--- config.mk ---
export PLATFORM = sky130hd
export DESIGN_NAME = rvPipeline
export DESIGN_NICKNAME = d
export VERILOG_FILES = /design/src/common/rvPkg.sv /design/src/common/decExIf.sv /design/src/common/exResIf.sv /design/src/common/bypassIf.sv /design/src/decode/instrDecoder.sv /design/src/decode/regFile.sv /design/src/decode/decodeStage.sv /design/src/source/executeStage.sv /design/src/source/resultStage.sv /design/src/source/rvPipeline.sv
export SDC_FILE = /design/constraint.sdc
export NUM_CORES = 2
export LEC_CHECK = 0
export BUFFER_PORTS_ARGS = -buffer_cell sky130_fd_sc_hd__clkbuf_2
export CAP_MARGIN = 20
export CORE_MARGIN = 2
export CORE_UTILIZATION = 48
export CTS_CLUSTER_SIZE = 16
export DETAILED_ROUTE_END_ITERATION = 10
export GPL_ROUTABILITY_DRIVEN = 0
export PLACE_DENSITY_LB_ADDON = 0.2
export SLEW_MARGIN = 10
export SYNTH_ARGS = -nofsm -noshare
export SYNTH_HDL_FRONTEND = slang
export SYNTH_SLANG_ARGS = --single-unit
--- constraint.sdc ---
create_clock -name clk -period 14.92 [get_ports clk]
set_input_delay 0.746 -clock clk [delete_from_list [all_inputs] [get_ports clk]]
set_output_delay 0.746 -clock clk [all_outputs]
set_load 0.05 [all_outputs]
--- src/common/rvPkg.sv ---
package rvPkg;

    localparam int xlen      = 32;
    localparam int regAddrW  = 5;
    localparam int wordAddrW = 30;

    typedef enum logic [6:0] {
        opLoad   = 7'b0000011,
        opOpImm  = 7'b0010011,
        opStore  = 7'b0100011,
        opOp     = 7'b0110011,
        opBranch = 7'b1100011,
        opJalr   = 7'b1100111,
        opJal    = 7'b1101111
    } opcodeT;

    typedef enum logic [3:0] {
        aluAnd = 4'd0,
        aluOr  = 4'd1,
        aluAdd = 4'd2,
        aluSub = 4'd3,
        aluSlt = 4'd4,
        aluSll = 4'd5,
        aluSrl = 4'd6,
        aluSra = 4'd7,
        aluXor = 4'd8
    } aluOpT;

    typedef struct packed {
        aluOpT aluOp;
        logic  aluSrcImm;   // operand b from imm
    } exCtrlT;

    typedef struct packed {
        logic memRead;
        logic memWrite;
    } memCtrlT;

    typedef struct packed {
        logic regWrite;
        logic memToReg;
        logic isLink;       // writes pc+4
    } wbCtrlT;

    typedef struct packed {
        logic [6:0] funct7;
        logic [4:0] rs2;
        logic [4:0] rs1;
        logic [2:0] funct3;
        logic [4:0] rd;
        opcodeT     opcode;
    } rTypeT;

    typedef struct packed {
        logic [11:0] imm;
        logic [4:0]  rs1;
        logic [2:0]  funct3;
        logic [4:0]  rd;
        opcodeT      opcode;
    } iTypeT;

    typedef struct packed {
        logic [6:0] immHi;
        logic [4:0] rs2;
        logic [4:0] rs1;
        logic [2:0] funct3;
        logic [4:0] immLo;
        opcodeT     opcode;
    } sTypeT;

    typedef struct packed {
        logic       imm12;
        logic [5:0] imm10_5;
        logic [4:0] rs2;
        logic [4:0] rs1;
        logic [2:0] funct3;
        logic [3:0] imm4_1;
        logic       imm11;
        opcodeT     opcode;
    } bTypeT;

    typedef struct packed {
        logic       imm20;
        logic [9:0] imm10_1;
        logic       imm11;
        logic [7:0] imm19_12;
        logic [4:0] rd;
        opcodeT     opcode;
    } jTypeT;

    // same word, seen as register fields or as immediate fields
    typedef union packed {
        rTypeT r;
        iTypeT i;
        sTypeT s;
        bTypeT b;
        jTypeT j;
    } instrWordT;

endpackage

--- src/common/decExIf.sv ---
`timescale 1ns/10ps

interface decExIf;
    import rvPkg::*;

    exCtrlT              exCtrl;
    memCtrlT             memCtrl;
    wbCtrlT              wbCtrl;
    logic [xlen-1:0]     rs1Val;
    logic [xlen-1:0]     rs2Val;
    logic [xlen-1:0]     imm;
    logic [xlen-1:0]     pcPlus4;
    logic [regAddrW-1:0] rs1;
    logic [regAddrW-1:0] rs2;
    logic [regAddrW-1:0] rd;

    modport decOut (
        output exCtrl, memCtrl, wbCtrl, rs1Val, rs2Val, imm, pcPlus4, rs1, rs2, rd
    );

    modport exIn (
        input exCtrl, memCtrl, wbCtrl, rs1Val, rs2Val, imm, pcPlus4, rs1, rs2, rd
    );

endinterface

--- src/common/exResIf.sv ---
`timescale 1ns/10ps

interface exResIf;
    import rvPkg::*;

    memCtrlT             memCtrl;
    wbCtrlT              wbCtrl;
    logic [xlen-1:0]     aluOut;
    logic [xlen-1:0]     storeData;
    logic [xlen-1:0]     pcPlus4;
    logic [regAddrW-1:0] rd;

    modport exOut (output memCtrl, wbCtrl, aluOut, storeData, pcPlus4, rd);

    modport resIn (input memCtrl, wbCtrl, aluOut, storeData, pcPlus4, rd);

endinterface

--- src/common/bypassIf.sv ---
`timescale 1ns/10ps

interface bypassIf;
    import rvPkg::*;

    // EX/MEM side
    logic                memRegWrite;
    logic                memIsLoad;
    logic [regAddrW-1:0] memRd;
    logic [xlen-1:0]     memValue;
    // MEM/WB side
    logic                wbRegWrite;
    logic [regAddrW-1:0] wbRd;
    logic [xlen-1:0]     wbValue;

    modport src (output memRegWrite, memIsLoad, memRd, memValue, wbRegWrite, wbRd, wbValue);

    modport sink (input memRegWrite, memIsLoad, memRd, memValue, wbRegWrite, wbRd, wbValue);

endinterface

--- src/decode/instrDecoder.sv ---
`timescale 1ns/10ps

module instrDecoder (
    input  rvPkg::instrWordT        instr,
    output rvPkg::exCtrlT           exCtrl,
    output rvPkg::memCtrlT          memCtrl,
    output rvPkg::wbCtrlT           wbCtrl,
    output logic                    isBranch,
    output logic                    isJump,
    output logic                    isJalr,
    output logic [rvPkg::xlen-1:0]  imm
);
    import rvPkg::*;

    logic [xlen-1:0] immI, immS, immB, immJ;
    aluOpT           functOp;
    logic            alt;

    assign immI = {{20{instr.i.imm[11]}}, instr.i.imm};
    assign immS = {{20{instr.s.immHi[6]}}, instr.s.immHi, instr.s.immLo};
    assign immB = {{19{instr.b.imm12}}, instr.b.imm12, instr.b.imm11,
                   instr.b.imm10_5, instr.b.imm4_1, 1'b0};
    assign immJ = {{11{instr.j.imm20}}, instr.j.imm20, instr.j.imm19_12,
                   instr.j.imm11, instr.j.imm10_1, 1'b0};

    // funct7[5] picks sub and sra
    assign alt = instr.r.funct7[5];

    always_comb begin
        case (instr.r.funct3)
            3'b000:  functOp = (alt && instr.r.opcode == opOp) ? aluSub : aluAdd;
            3'b001:  functOp = aluSll;
            3'b010:  functOp = aluSlt;
            3'b100:  functOp = aluXor;
            3'b101:  functOp = alt ? aluSra : aluSrl;
            3'b110:  functOp = aluOr;
            3'b111:  functOp = aluAnd;
            default: functOp = aluAdd;
        endcase
    end

    always_comb begin
        exCtrl   = '0;
        memCtrl  = '0;
        wbCtrl   = '0;
        isBranch = 1'b0;
        isJump   = 1'b0;
        isJalr   = 1'b0;
        imm      = immI;
        exCtrl.aluOp = aluAdd;
        case (instr.r.opcode)
            opOp: begin
                exCtrl.aluOp    = functOp;
                wbCtrl.regWrite = 1'b1;
            end
            opOpImm: begin
                exCtrl          = '{aluOp: functOp, aluSrcImm: 1'b1};
                wbCtrl.regWrite = 1'b1;
            end
            opLoad: begin
                exCtrl.aluSrcImm = 1'b1;
                memCtrl.memRead  = 1'b1;
                wbCtrl           = '{regWrite: 1'b1, memToReg: 1'b1, isLink: 1'b0};
            end
            opStore: begin
                exCtrl.aluSrcImm = 1'b1;
                memCtrl.memWrite = 1'b1;
                imm              = immS;
            end
            opBranch: begin
                isBranch = 1'b1;
                imm      = immB;
            end
            opJal: begin
                isJump = 1'b1;
                wbCtrl = '{regWrite: 1'b1, memToReg: 1'b0, isLink: 1'b1};
                imm    = immJ;
            end
            opJalr: begin
                isJump = 1'b1;
                isJalr = 1'b1;
                wbCtrl = '{regWrite: 1'b1, memToReg: 1'b0, isLink: 1'b1};
            end
            default: exCtrl = '0;   // unknown opcode, bubble
        endcase
        if (instr.r.rd == '0)
            wbCtrl.regWrite = 1'b0;
    end

endmodule

--- src/decode/regFile.sv ---
`timescale 1ns/10ps

module regFile (
    input  logic                          clk,
    input  logic                          rst_n,
    input  logic [rvPkg::regAddrW-1:0]    rs1,
    input  logic [rvPkg::regAddrW-1:0]    rs2,
    input  logic [rvPkg::regAddrW-1:0]    wrAddr,
    input  logic                          wrEn,
    input  logic [rvPkg::xlen-1:0]        wrData,
    output logic [rvPkg::xlen-1:0]        rd1,
    output logic [rvPkg::xlen-1:0]        rd2
);
    import rvPkg::*;

    logic [xlen-1:0] regs [32];

    assign rd1 = regs[rs1];
    assign rd2 = regs[rs2];

    always_ff @(posedge clk) begin
        if (!rst_n) begin
            for (int i = 0; i < 32; i++)
                regs[i] <= '0;
        end else if (wrEn) begin
            regs[wrAddr] <= wrData;
        end
    end

    // x0 stays zero only because the decoder drops rd==0 writes
    noWriteX0: assert property (
        @(posedge clk) disable iff (!rst_n) wrEn |-> wrAddr != '0
    );

endmodule

--- src/decode/decodeStage.sv ---
`timescale 1ns/10ps

module decodeStage #(
    parameter logic [rvPkg::xlen-1:0] resetPc = '0
) (
    input  logic                       clk,
    input  logic                       rst_n,
    input  logic                       dStall,
    output logic [rvPkg::wordAddrW-1:0] iAddr,
    input  logic [rvPkg::xlen-1:0]      iData,
    decExIf.decOut                     dec,
    bypassIf.sink                      byp
);
    import rvPkg::*;

    logic [xlen-1:0] pc;
    logic [xlen-1:0] ifPc;
    instrWordT       ifInstr;

    exCtrlT          exCtrl;
    memCtrlT         memCtrl;
    wbCtrlT          wbCtrl;
    logic            isBranch, isJump, isJalr;
    logic [xlen-1:0] imm;

    logic [regAddrW-1:0] rs1, rs2;
    logic [xlen-1:0]     rf1, rf2, rs1Fwd, rs2Fwd;
    logic [xlen-1:0]     jumpBase, target;
    logic                ldUse, brHaz, hold, taken, flush;

    assign iAddr = pc[xlen-1:2];
    assign rs1   = ifInstr.r.rs1;
    assign rs2   = ifInstr.r.rs2;

    instrDecoder u_instrDecoder (
        .instr    (ifInstr),
        .exCtrl   (exCtrl),
        .memCtrl  (memCtrl),
        .wbCtrl   (wbCtrl),
        .isBranch (isBranch),
        .isJump   (isJump),
        .isJalr   (isJalr),
        .imm      (imm)
    );

    regFile u_regFile (
        .clk    (clk),
        .rst_n  (rst_n),
        .rs1    (rs1),
        .rs2    (rs2),
        .wrAddr (byp.wbRd),
        .wrEn   (byp.wbRegWrite),
        .wrData (byp.wbValue),
        .rd1    (rf1),
        .rd2    (rf2)
    );

    // mem stage wins over wb, wb over the array
    assign rs1Fwd = (byp.memRegWrite && byp.memRd == rs1) ? byp.memValue :
                    (byp.wbRegWrite && byp.wbRd == rs1)   ? byp.wbValue  : rf1;
    assign rs2Fwd = (byp.memRegWrite && byp.memRd == rs2) ? byp.memValue :
                    (byp.wbRegWrite && byp.wbRd == rs2)   ? byp.wbValue  : rf2;

    assign ldUse = dec.memCtrl.memRead && dec.wbCtrl.regWrite &&
                   (dec.rd == rs1 || dec.rd == rs2);
    // comparator and jalr base need final values in decode
    assign brHaz = (isBranch || isJalr) &&
                   ((dec.wbCtrl.regWrite && (dec.rd == rs1 || dec.rd == rs2)) ||
                    (byp.memIsLoad && byp.memRegWrite &&
                     (byp.memRd == rs1 || byp.memRd == rs2)));
    assign hold  = ldUse || brHaz;

    // funct3[0] set means bne
    assign taken    = isJump ||
                      (isBranch && ((rs1Fwd == rs2Fwd) != ifInstr.b.funct3[0]));
    assign flush    = taken && !hold;
    assign jumpBase = isJalr ? rs1Fwd : ifPc;
    assign target   = (jumpBase + imm) & ~{{(xlen-1){1'b0}}, isJalr};

    always_ff @(posedge clk) begin
        if (!rst_n) begin
            pc      <= resetPc;
            ifPc    <= '0;
            ifInstr <= '0;
        end else if (!dStall && !hold) begin
            pc   <= flush ? target : pc + 4;
            ifPc <= pc;
            if (flush)
                ifInstr <= '0;  // kill the slot behind the jump
            else
                ifInstr <= iData;
        end
    end

    always_ff @(posedge clk) begin
        if (!rst_n) begin
            dec.exCtrl  <= '0;
            dec.memCtrl <= '0;
            dec.wbCtrl  <= '0;
            dec.rs1Val  <= '0;
            dec.rs2Val  <= '0;
            dec.imm     <= '0;
            dec.pcPlus4 <= '0;
            dec.rs1     <= '0;
            dec.rs2     <= '0;
            dec.rd      <= '0;
        end else if (!dStall) begin
            dec.exCtrl  <= hold ? '0 : exCtrl;
            dec.memCtrl <= hold ? '0 : memCtrl;
            dec.wbCtrl  <= hold ? '0 : wbCtrl;
            dec.rs1Val  <= rs1Fwd;
            dec.rs2Val  <= rs2Fwd;
            dec.imm     <= imm;
            dec.pcPlus4 <= ifPc + 4;
            dec.rs1     <= rs1;
            dec.rs2     <= rs2;
            dec.rd      <= ifInstr.r.rd;
        end
    end

    // killed slot never redirects fetch
    killedSlotIdle: assert property (
        @(posedge clk) disable iff (!rst_n) flush && !dStall |=> !taken
    );

endmodule

--- src/source/executeStage.sv ---
`timescale 1ns/10ps

module executeStage (
    input  logic   clk,
    input  logic   rst_n,
    input  logic   dStall,
    decExIf.exIn   dec,
    exResIf.exOut  res,
    bypassIf.sink  byp
);
    import rvPkg::*;

    logic [xlen-1:0] opA, rs2Fwd, opB, aluOut;
    logic [4:0]      shamt;

    assign opA = (byp.memRegWrite && byp.memRd == dec.rs1) ? byp.memValue :
                 (byp.wbRegWrite && byp.wbRd == dec.rs1)   ? byp.wbValue  : dec.rs1Val;
    assign rs2Fwd = (byp.memRegWrite && byp.memRd == dec.rs2) ? byp.memValue :
                    (byp.wbRegWrite && byp.wbRd == dec.rs2)   ? byp.wbValue  : dec.rs2Val;
    assign opB   = dec.exCtrl.aluSrcImm ? dec.imm : rs2Fwd;
    assign shamt = opB[4:0];

    always_comb begin
        case (dec.exCtrl.aluOp)
            aluAnd:  aluOut = opA & opB;
            aluOr:   aluOut = opA | opB;
            aluAdd:  aluOut = opA + opB;
            aluSub:  aluOut = opA - opB;
            aluSlt:  aluOut = {{(xlen-1){1'b0}}, $signed(opA) < $signed(opB)};
            aluSll:  aluOut = opA << shamt;
            aluSrl:  aluOut = opA >> shamt;
            aluSra:  aluOut = $signed(opA) >>> shamt;
            aluXor:  aluOut = opA ^ opB;
            default: aluOut = '0;
        endcase
    end

    always_ff @(posedge clk) begin
        if (!rst_n) begin
            res.memCtrl   <= '0;
            res.wbCtrl    <= '0;
            res.aluOut    <= '0;
            res.storeData <= '0;
            res.pcPlus4   <= '0;
            res.rd        <= '0;
        end else if (!dStall) begin
            res.memCtrl   <= dec.memCtrl;
            res.wbCtrl    <= dec.wbCtrl;
            res.aluOut    <= aluOut;
            res.storeData <= rs2Fwd;    // sw data, not the imm
            res.pcPlus4   <= dec.pcPlus4;
            res.rd        <= dec.rd;
        end
    end

    aluOpDefined: assert property (
        @(posedge clk) disable iff (!rst_n)
        dec.exCtrl.aluOp inside {aluAnd, aluOr, aluAdd, aluSub, aluSlt,
                                 aluSll, aluSrl, aluSra, aluXor}
    );

endmodule

--- src/source/resultStage.sv ---
`timescale 1ns/10ps

module resultStage (
    input  logic                        clk,
    input  logic                        rst_n,
    input  logic                        dStall,
    exResIf.resIn                       res,
    bypassIf.src                        byp,
    output logic                        dRen,
    output logic                        dWen,
    output logic [rvPkg::wordAddrW-1:0] dAddr,
    output logic [rvPkg::xlen-1:0]      dWdata,
    input  logic [rvPkg::xlen-1:0]      dRdata
);
    import rvPkg::*;

    logic            wbMemToReg;
    logic [xlen-1:0] wbLoad, wbAlu;

    assign dRen   = res.memCtrl.memRead;
    assign dWen   = res.memCtrl.memWrite;
    assign dAddr  = res.aluOut[xlen-1:2];
    assign dWdata = res.storeData;

    assign byp.memRegWrite = res.wbCtrl.regWrite;
    assign byp.memIsLoad   = res.memCtrl.memRead;
    assign byp.memRd       = res.rd;
    assign byp.memValue    = res.wbCtrl.isLink ? res.pcPlus4 : res.aluOut;

    always_ff @(posedge clk) begin
        if (!rst_n) begin
            byp.wbRegWrite <= 1'b0;
            byp.wbRd       <= '0;
            wbMemToReg     <= 1'b0;
            wbLoad         <= '0;
            wbAlu          <= '0;
        end else if (!dStall) begin   // dRdata only good with dStall low
            byp.wbRegWrite <= res.wbCtrl.regWrite;
            byp.wbRd       <= res.rd;
            wbMemToReg     <= res.wbCtrl.memToReg;
            wbLoad         <= dRdata;
            wbAlu          <= byp.memValue;
        end
    end

    assign byp.wbValue = wbMemToReg ? wbLoad : wbAlu;

    noReadWrite: assert property (
        @(posedge clk) disable iff (!rst_n) !(dRen && dWen)
    );

endmodule

--- src/source/rvPipeline.sv ---
`timescale 1ns/10ps

module rvPipeline #(
    parameter logic [rvPkg::xlen-1:0] resetPc = '0
) (
    input  logic                       clk,
    input  logic                       rst_n,
    output logic [rvPkg::wordAddrW-1:0] iAddr,
    input  logic [rvPkg::xlen-1:0]      iData,
    output logic                       dRen,
    output logic                       dWen,
    output logic [rvPkg::wordAddrW-1:0] dAddr,
    output logic [rvPkg::xlen-1:0]      dWdata,
    input  logic [rvPkg::xlen-1:0]      dRdata,
    input  logic                       dStall
);

    decExIf  decEx ();
    exResIf  exRes ();
    bypassIf byp ();

    decodeStage #(.resetPc(resetPc)) u_decodeStage (
        .clk    (clk),
        .rst_n  (rst_n),
        .dStall (dStall),
        .iAddr  (iAddr),
        .iData  (iData),
        .dec    (decEx.decOut),
        .byp    (byp.sink)
    );

    executeStage u_executeStage (
        .clk    (clk),
        .rst_n  (rst_n),
        .dStall (dStall),
        .dec    (decEx.exIn),
        .res    (exRes.exOut),
        .byp    (byp.sink)
    );

    resultStage u_resultStage (
        .clk    (clk),
        .rst_n  (rst_n),
        .dStall (dStall),
        .res    (exRes.resIn),
        .byp    (byp.src),
        .dRen   (dRen),
        .dWen   (dWen),
        .dAddr  (dAddr),
        .dWdata (dWdata),
        .dRdata (dRdata)
    );

endmodule

==> summary.md <==
| Metric | Value |
|---|---|
| Worst Hold End | `u_resultStage.wbLoad[30]` |
| Seq cells post-synth | `1,449` |
| Drt via density | `6.89` |
| Post-CTS Setup Inserts | `0` |
| First-pass detailed-route iteration total | `10` |
| Clock Skews | `around 0.075 ns` |
| Worst-Skew Late Latency | `0.88 ns` |
| DR vias | `a little under 70,000` |
| CTS Buffer Depth | `3` |
| CP endpoint kind | `flop` |
| CTS Hold Bufs | `0` |
| Ys async rst share | `0%` |
| Synth Warn # | `0` |
| EDFF count, synth | `1,024` |
| Max Cap Viol | `0` |
| Slowest stage delay, CP | `0.98 ns` |
| CTS tree | `yes` |
| Synthesized area per cell | `10.7 um2` |
| Bufs and invs on worst path | `3` |
| Crit Path Class | `flop to flop` |
| ANT nets after route | `0` |
| Net Count, Synth | `around 8,000` |
| Hold depth | `3` |
| Starting Density | `48.2%` |
| R2r worst-path depth | `22` |
| Most used DFF post-synth | `edfxtp_1` |
| Total die area | `about 180,000 um2` |
| Final Non-Filler Cells | `10,064` |
| Setup Viol. Count Final | `0` |
| Root Buffer Master | `clkbuf_16` |
| Setup TNS Final | `0 ns` |
| Fillcell total | `15,282` |
| Dpl ws | `6.90 ns` |
| Initial antenna violation count | `11` |
| HPWL Detailed | `between 200,000 and 250,000 um` |
| Clk slew on worst S/H paths | `roughly 0.06 ns` |
| Die width | `approximately 420 um` |
| Slowest CP cell | `mux2i_4` |
| Max Clock Freq | `121 MHz` |
| Fin crit share | `55.6%` |
| H-tree depth | `4` |
| Worst hold path type | `primary input to flop` |
| CP Cell Sequence | `buf_4 -> buf_4 -> mux2i_4 -> nand3_1 -> o211ai_1 -> o21ai_0 -> mux2i_4 -> inv_1 -> ha_1 -> o21bai_1 -> a21oi_1 -> o311ai_0 -> a21oi_1 -> o21ai_0 -> a21oi_1 -> o31ai_1 -> a21oi_1 -> a2111oi_0 -> o31ai_1 -> xnor2_1 -> nand2_1 -> a221oi_1` |
| Worst VDD drop | `98.3 uV` |
| Area delta synth->final | `9.93%` |
| Cell count along the critical path | `22` |
| Startpoint Class | `flop` |
| Mean routed wirelength per cell | `about 34 um` |
| P_leak | `31.8 nW` |
| Status | `finished, final reports clean` |
| Mapped Cells | `7,802` |
| Reg-to-reg setup timing slack | `6.63 ns` |
| Most frequent CP cell | `a21oi_1` |
| RSZ-0062 raised after global routing | `no` |
| Most frequent cells in the layout | `1,588 x nor2_1, 1,024 x edfxtp_1, 570 x nand2_1, 505 x mux4_2, 437 x a21oi_1` |
| Critical path arrival | `9.01 ns` |
| Seq/Total Area, Yosys | `between 40 and 50%` |
| Crit-path leading delay family | `compound AO/OA/AOI/OAI gates` |
| Distinct cells, synth | `79` |
| Design Power | `0.0100 W` |
| Final hold violation count | `0` |
| Post-CTS sizing | `0` |
| Layout cells sized above 1 | `18.1%` |
| First-pass GRT wire length | `478,000 um` |
| DRC viols | `0` |
| Critical path fanouts, max | `34` |
| Total gr overflow | `0` |
| GR Util All Layers | `37.2%` |
| Clock sink total | `1,449` |
| Starting DRT DRC Count | `11,783` |
| Core Region | `173,000 um2` |
| Final Cell Area | `91,900 um2` |
| Dpl cell area | `~87,000 um2` |
| FP Rows | `about 150` |
| Vias in the first global route | `65,781` |
| Relative slew slack | `13.0%` |
| Minimum clock period | `8.29 ns` |
| Hold Path Origin | `dRdata[30]` |
| Pwr per Cell Area | `about 110 nW/um2` |
| Commonest non-fill, non-tap cell in the layout | `nor2_1` |
| Cts bufs inserted | `160` |
| Placed Instances | `approximately 10,000` |
| IO Count | `about 160` |
| Critical Path RT | `~16 ns` |
| Reg2reg start | `u_resultStage.wbMemToReg` |
| Post-route setup slack | `6.63 ns` |
| RR Endpoint | `u_executeStage.res.aluOut[28]` |
| Routed WL | `340,000 um` |
| Final-stage net count | `7,811` |
| Largest net degree at the start of global routing | `approximately 180` |
| Synthesized cell area | `83,600 um2` |
| Vert. Die Dim | `421 um` |
| Worst-Margin Slew | `1.29 ns` |
| Buffers added on ports | `160` |
| Count of pins over their slew limit | `0` |
==> synthesized netlist by cell type (all sizes together) (12+ instances only) <==
cell	n	area, um2
a22o	13	114
a32oi	12	105
and2	28	175
o31ai	26	195
nor2	1594	5980
a22oi	115	868
a31oi	35	219
a21oi	438	2190
buf	235	1410
nand4	22	138
clkbuf	515	1940
inv	131	492
nor3	86	430
mux2i	444	4440
or3	15	93.8
or2	15	93.8
a21o	42	315
dfxtp	425	8510
xor2	68	596
a211oi	79	593
nand2	625	2350
nand2b	28	175
mux4	505	11400
o211ai	59	443
a221oi	28	245
o21ai	244	1220
nor4	17	113
o221ai	39	342
o22ai	100	626
nor2b	24	150
o31a	13	114
a2111oi	13	114
xnor2	94	823
o21bai	30	225
ha	139	1740
and3	35	219
mux2	114	1280
o21a	31	233
edfxtp	1024	30700
nand3	143	716
==> per-layer routing <==
metal	wire (um)	vias to the layer above	GRT usage, %
li1	-	28314	-
met5	143	-	0.269
met2	147000	5765	55.5
met3	47100	1365	11.4
met4	28300	14	25.6
met1	117000	33862	46.4
==> area by class of cell <==
| cell class | instances | area [um2] | share of cell area (%) |
|---|---|---|---|
| Sequential cell | 1449 | 39300 | 42.8 |
| Clock inverter | 81 | 950 | 1.03 |
| Timing Repair Buffer | 388 | 2680 | 2.91 |
| Tap cell | 2325 | 2910 | 3.17 |
| Antenna cell | 5 | 12.5 | 0.0136 |
| Multi-Input combinational cell | 5470 | 41200 | 44.9 |
| Clock buffer | 213 | 4290 | 4.67 |
| Inverter | 133 | 512 | 0.557 |
==> registers in the layout, summed over array words and instances (netlist names), 2 cells and up, named ones only <==
signal                        cells
u_decodeStage.dec.rs2Val         32
u_decodeStage.dec.pcPlus4        32
u_decodeStage.ifInstr            32
u_decodeStage.dec.imm            21
u_decodeStage.u_regFile.regs   1024
u_decodeStage.dec.wbCtrl          3
u_executeStage.res.storeData     32
u_decodeStage.dec.memCtrl         2
u_executeStage.res.memCtrl        2
u_executeStage.res.rd             5
u_decodeStage.dec.rs1             5
u_executeStage.res.wbCtrl         3
u_decodeStage.dec.rs2             5
u_resultStage.byp.wbRd            5
u_executeStage.res.aluOut        32
u_decodeStage.dec.exCtrl          5
u_decodeStage.ifPc               32
u_resultStage.wbAlu              32
u_decodeStage.pc                 32
u_decodeStage.dec.rd              5
u_decodeStage.dec.rs1Val         32
u_resultStage.wbLoad             32
u_executeStage.res.pcPlus4       32
==> where the power goes <==
part | internal [W] | switching (W) | total [W] | leakage [nW]
registers | 0.00443 | 0.000110 | 0.00454 | 14.0
logic | 0.000506 | 0.000956 | 0.00146 | 15.2
clock network | 0.00224 | 0.00178 | 0.00402 | 2.55
total | 0.00718 | 0.00285 | 0.0100 | 31.8
==> how the worst max path moves through the flow <==
stage	startpoint	to	slack (ns)
5_1_grt	u_resultStage.wbMemToReg	u_executeStage.res.aluOut[28]	6.32
2_1_floorplan	u_resultStage.wbMemToReg	u_executeStage.res.aluOut[28]	8.55
3_3_place_gp	u_resultStage.wbMemToReg	u_executeStage.res.aluOut[28]	6.91
4_1_cts	u_resultStage.wbMemToReg	u_executeStage.res.aluOut[28]	6.88
6_report	u_resultStage.wbMemToReg	u_executeStage.res.aluOut[28]	6.63
3_5_place_dp	u_executeStage.res.rd[1]	u_executeStage.res.aluOut[28]	6.90
==> worst reg2reg max path: cells and delay by family, from the launching register on <==
family / cells / cell delay, ns
AO/OA/AOI/OAI: 13 / 4.28
XOR/XNOR: 1 / 0.17
adder cells (fa/ha/maj): 1 / 0.26
buffers and inverters: 3 / 1.35
flip-flops: 1 / 0.37
multiplexers: 2 / 1.55
AND/OR/NAND/NOR: 2 / 0.23
==> through the flow <==
| step | hold WS [ns] | util, % |
|---|---|---|
| finish | 0.128 | 53.0 |
| global route | 0.140 | 53.0 |
| CTS | 0.104 | 52.9 |
| detailed placement | 0.444 | 49.9 |
| global placement | 0.437 | 49.9 |
| floorplan | 0.421 | - |
==> cells by family after synthesis <==
kind of cell	share of synthesized area, %
multiplexers	20.5
buffers and inverters	4.60
flip-flops	47.0
AND/OR/NAND/NOR	13.2
XOR/XNOR	1.70
AO/OA/AOI/OAI	10.9
adder cells (fa/ha/maj)	2.15
Note: power is estimated with default switching activity, not from simulation.
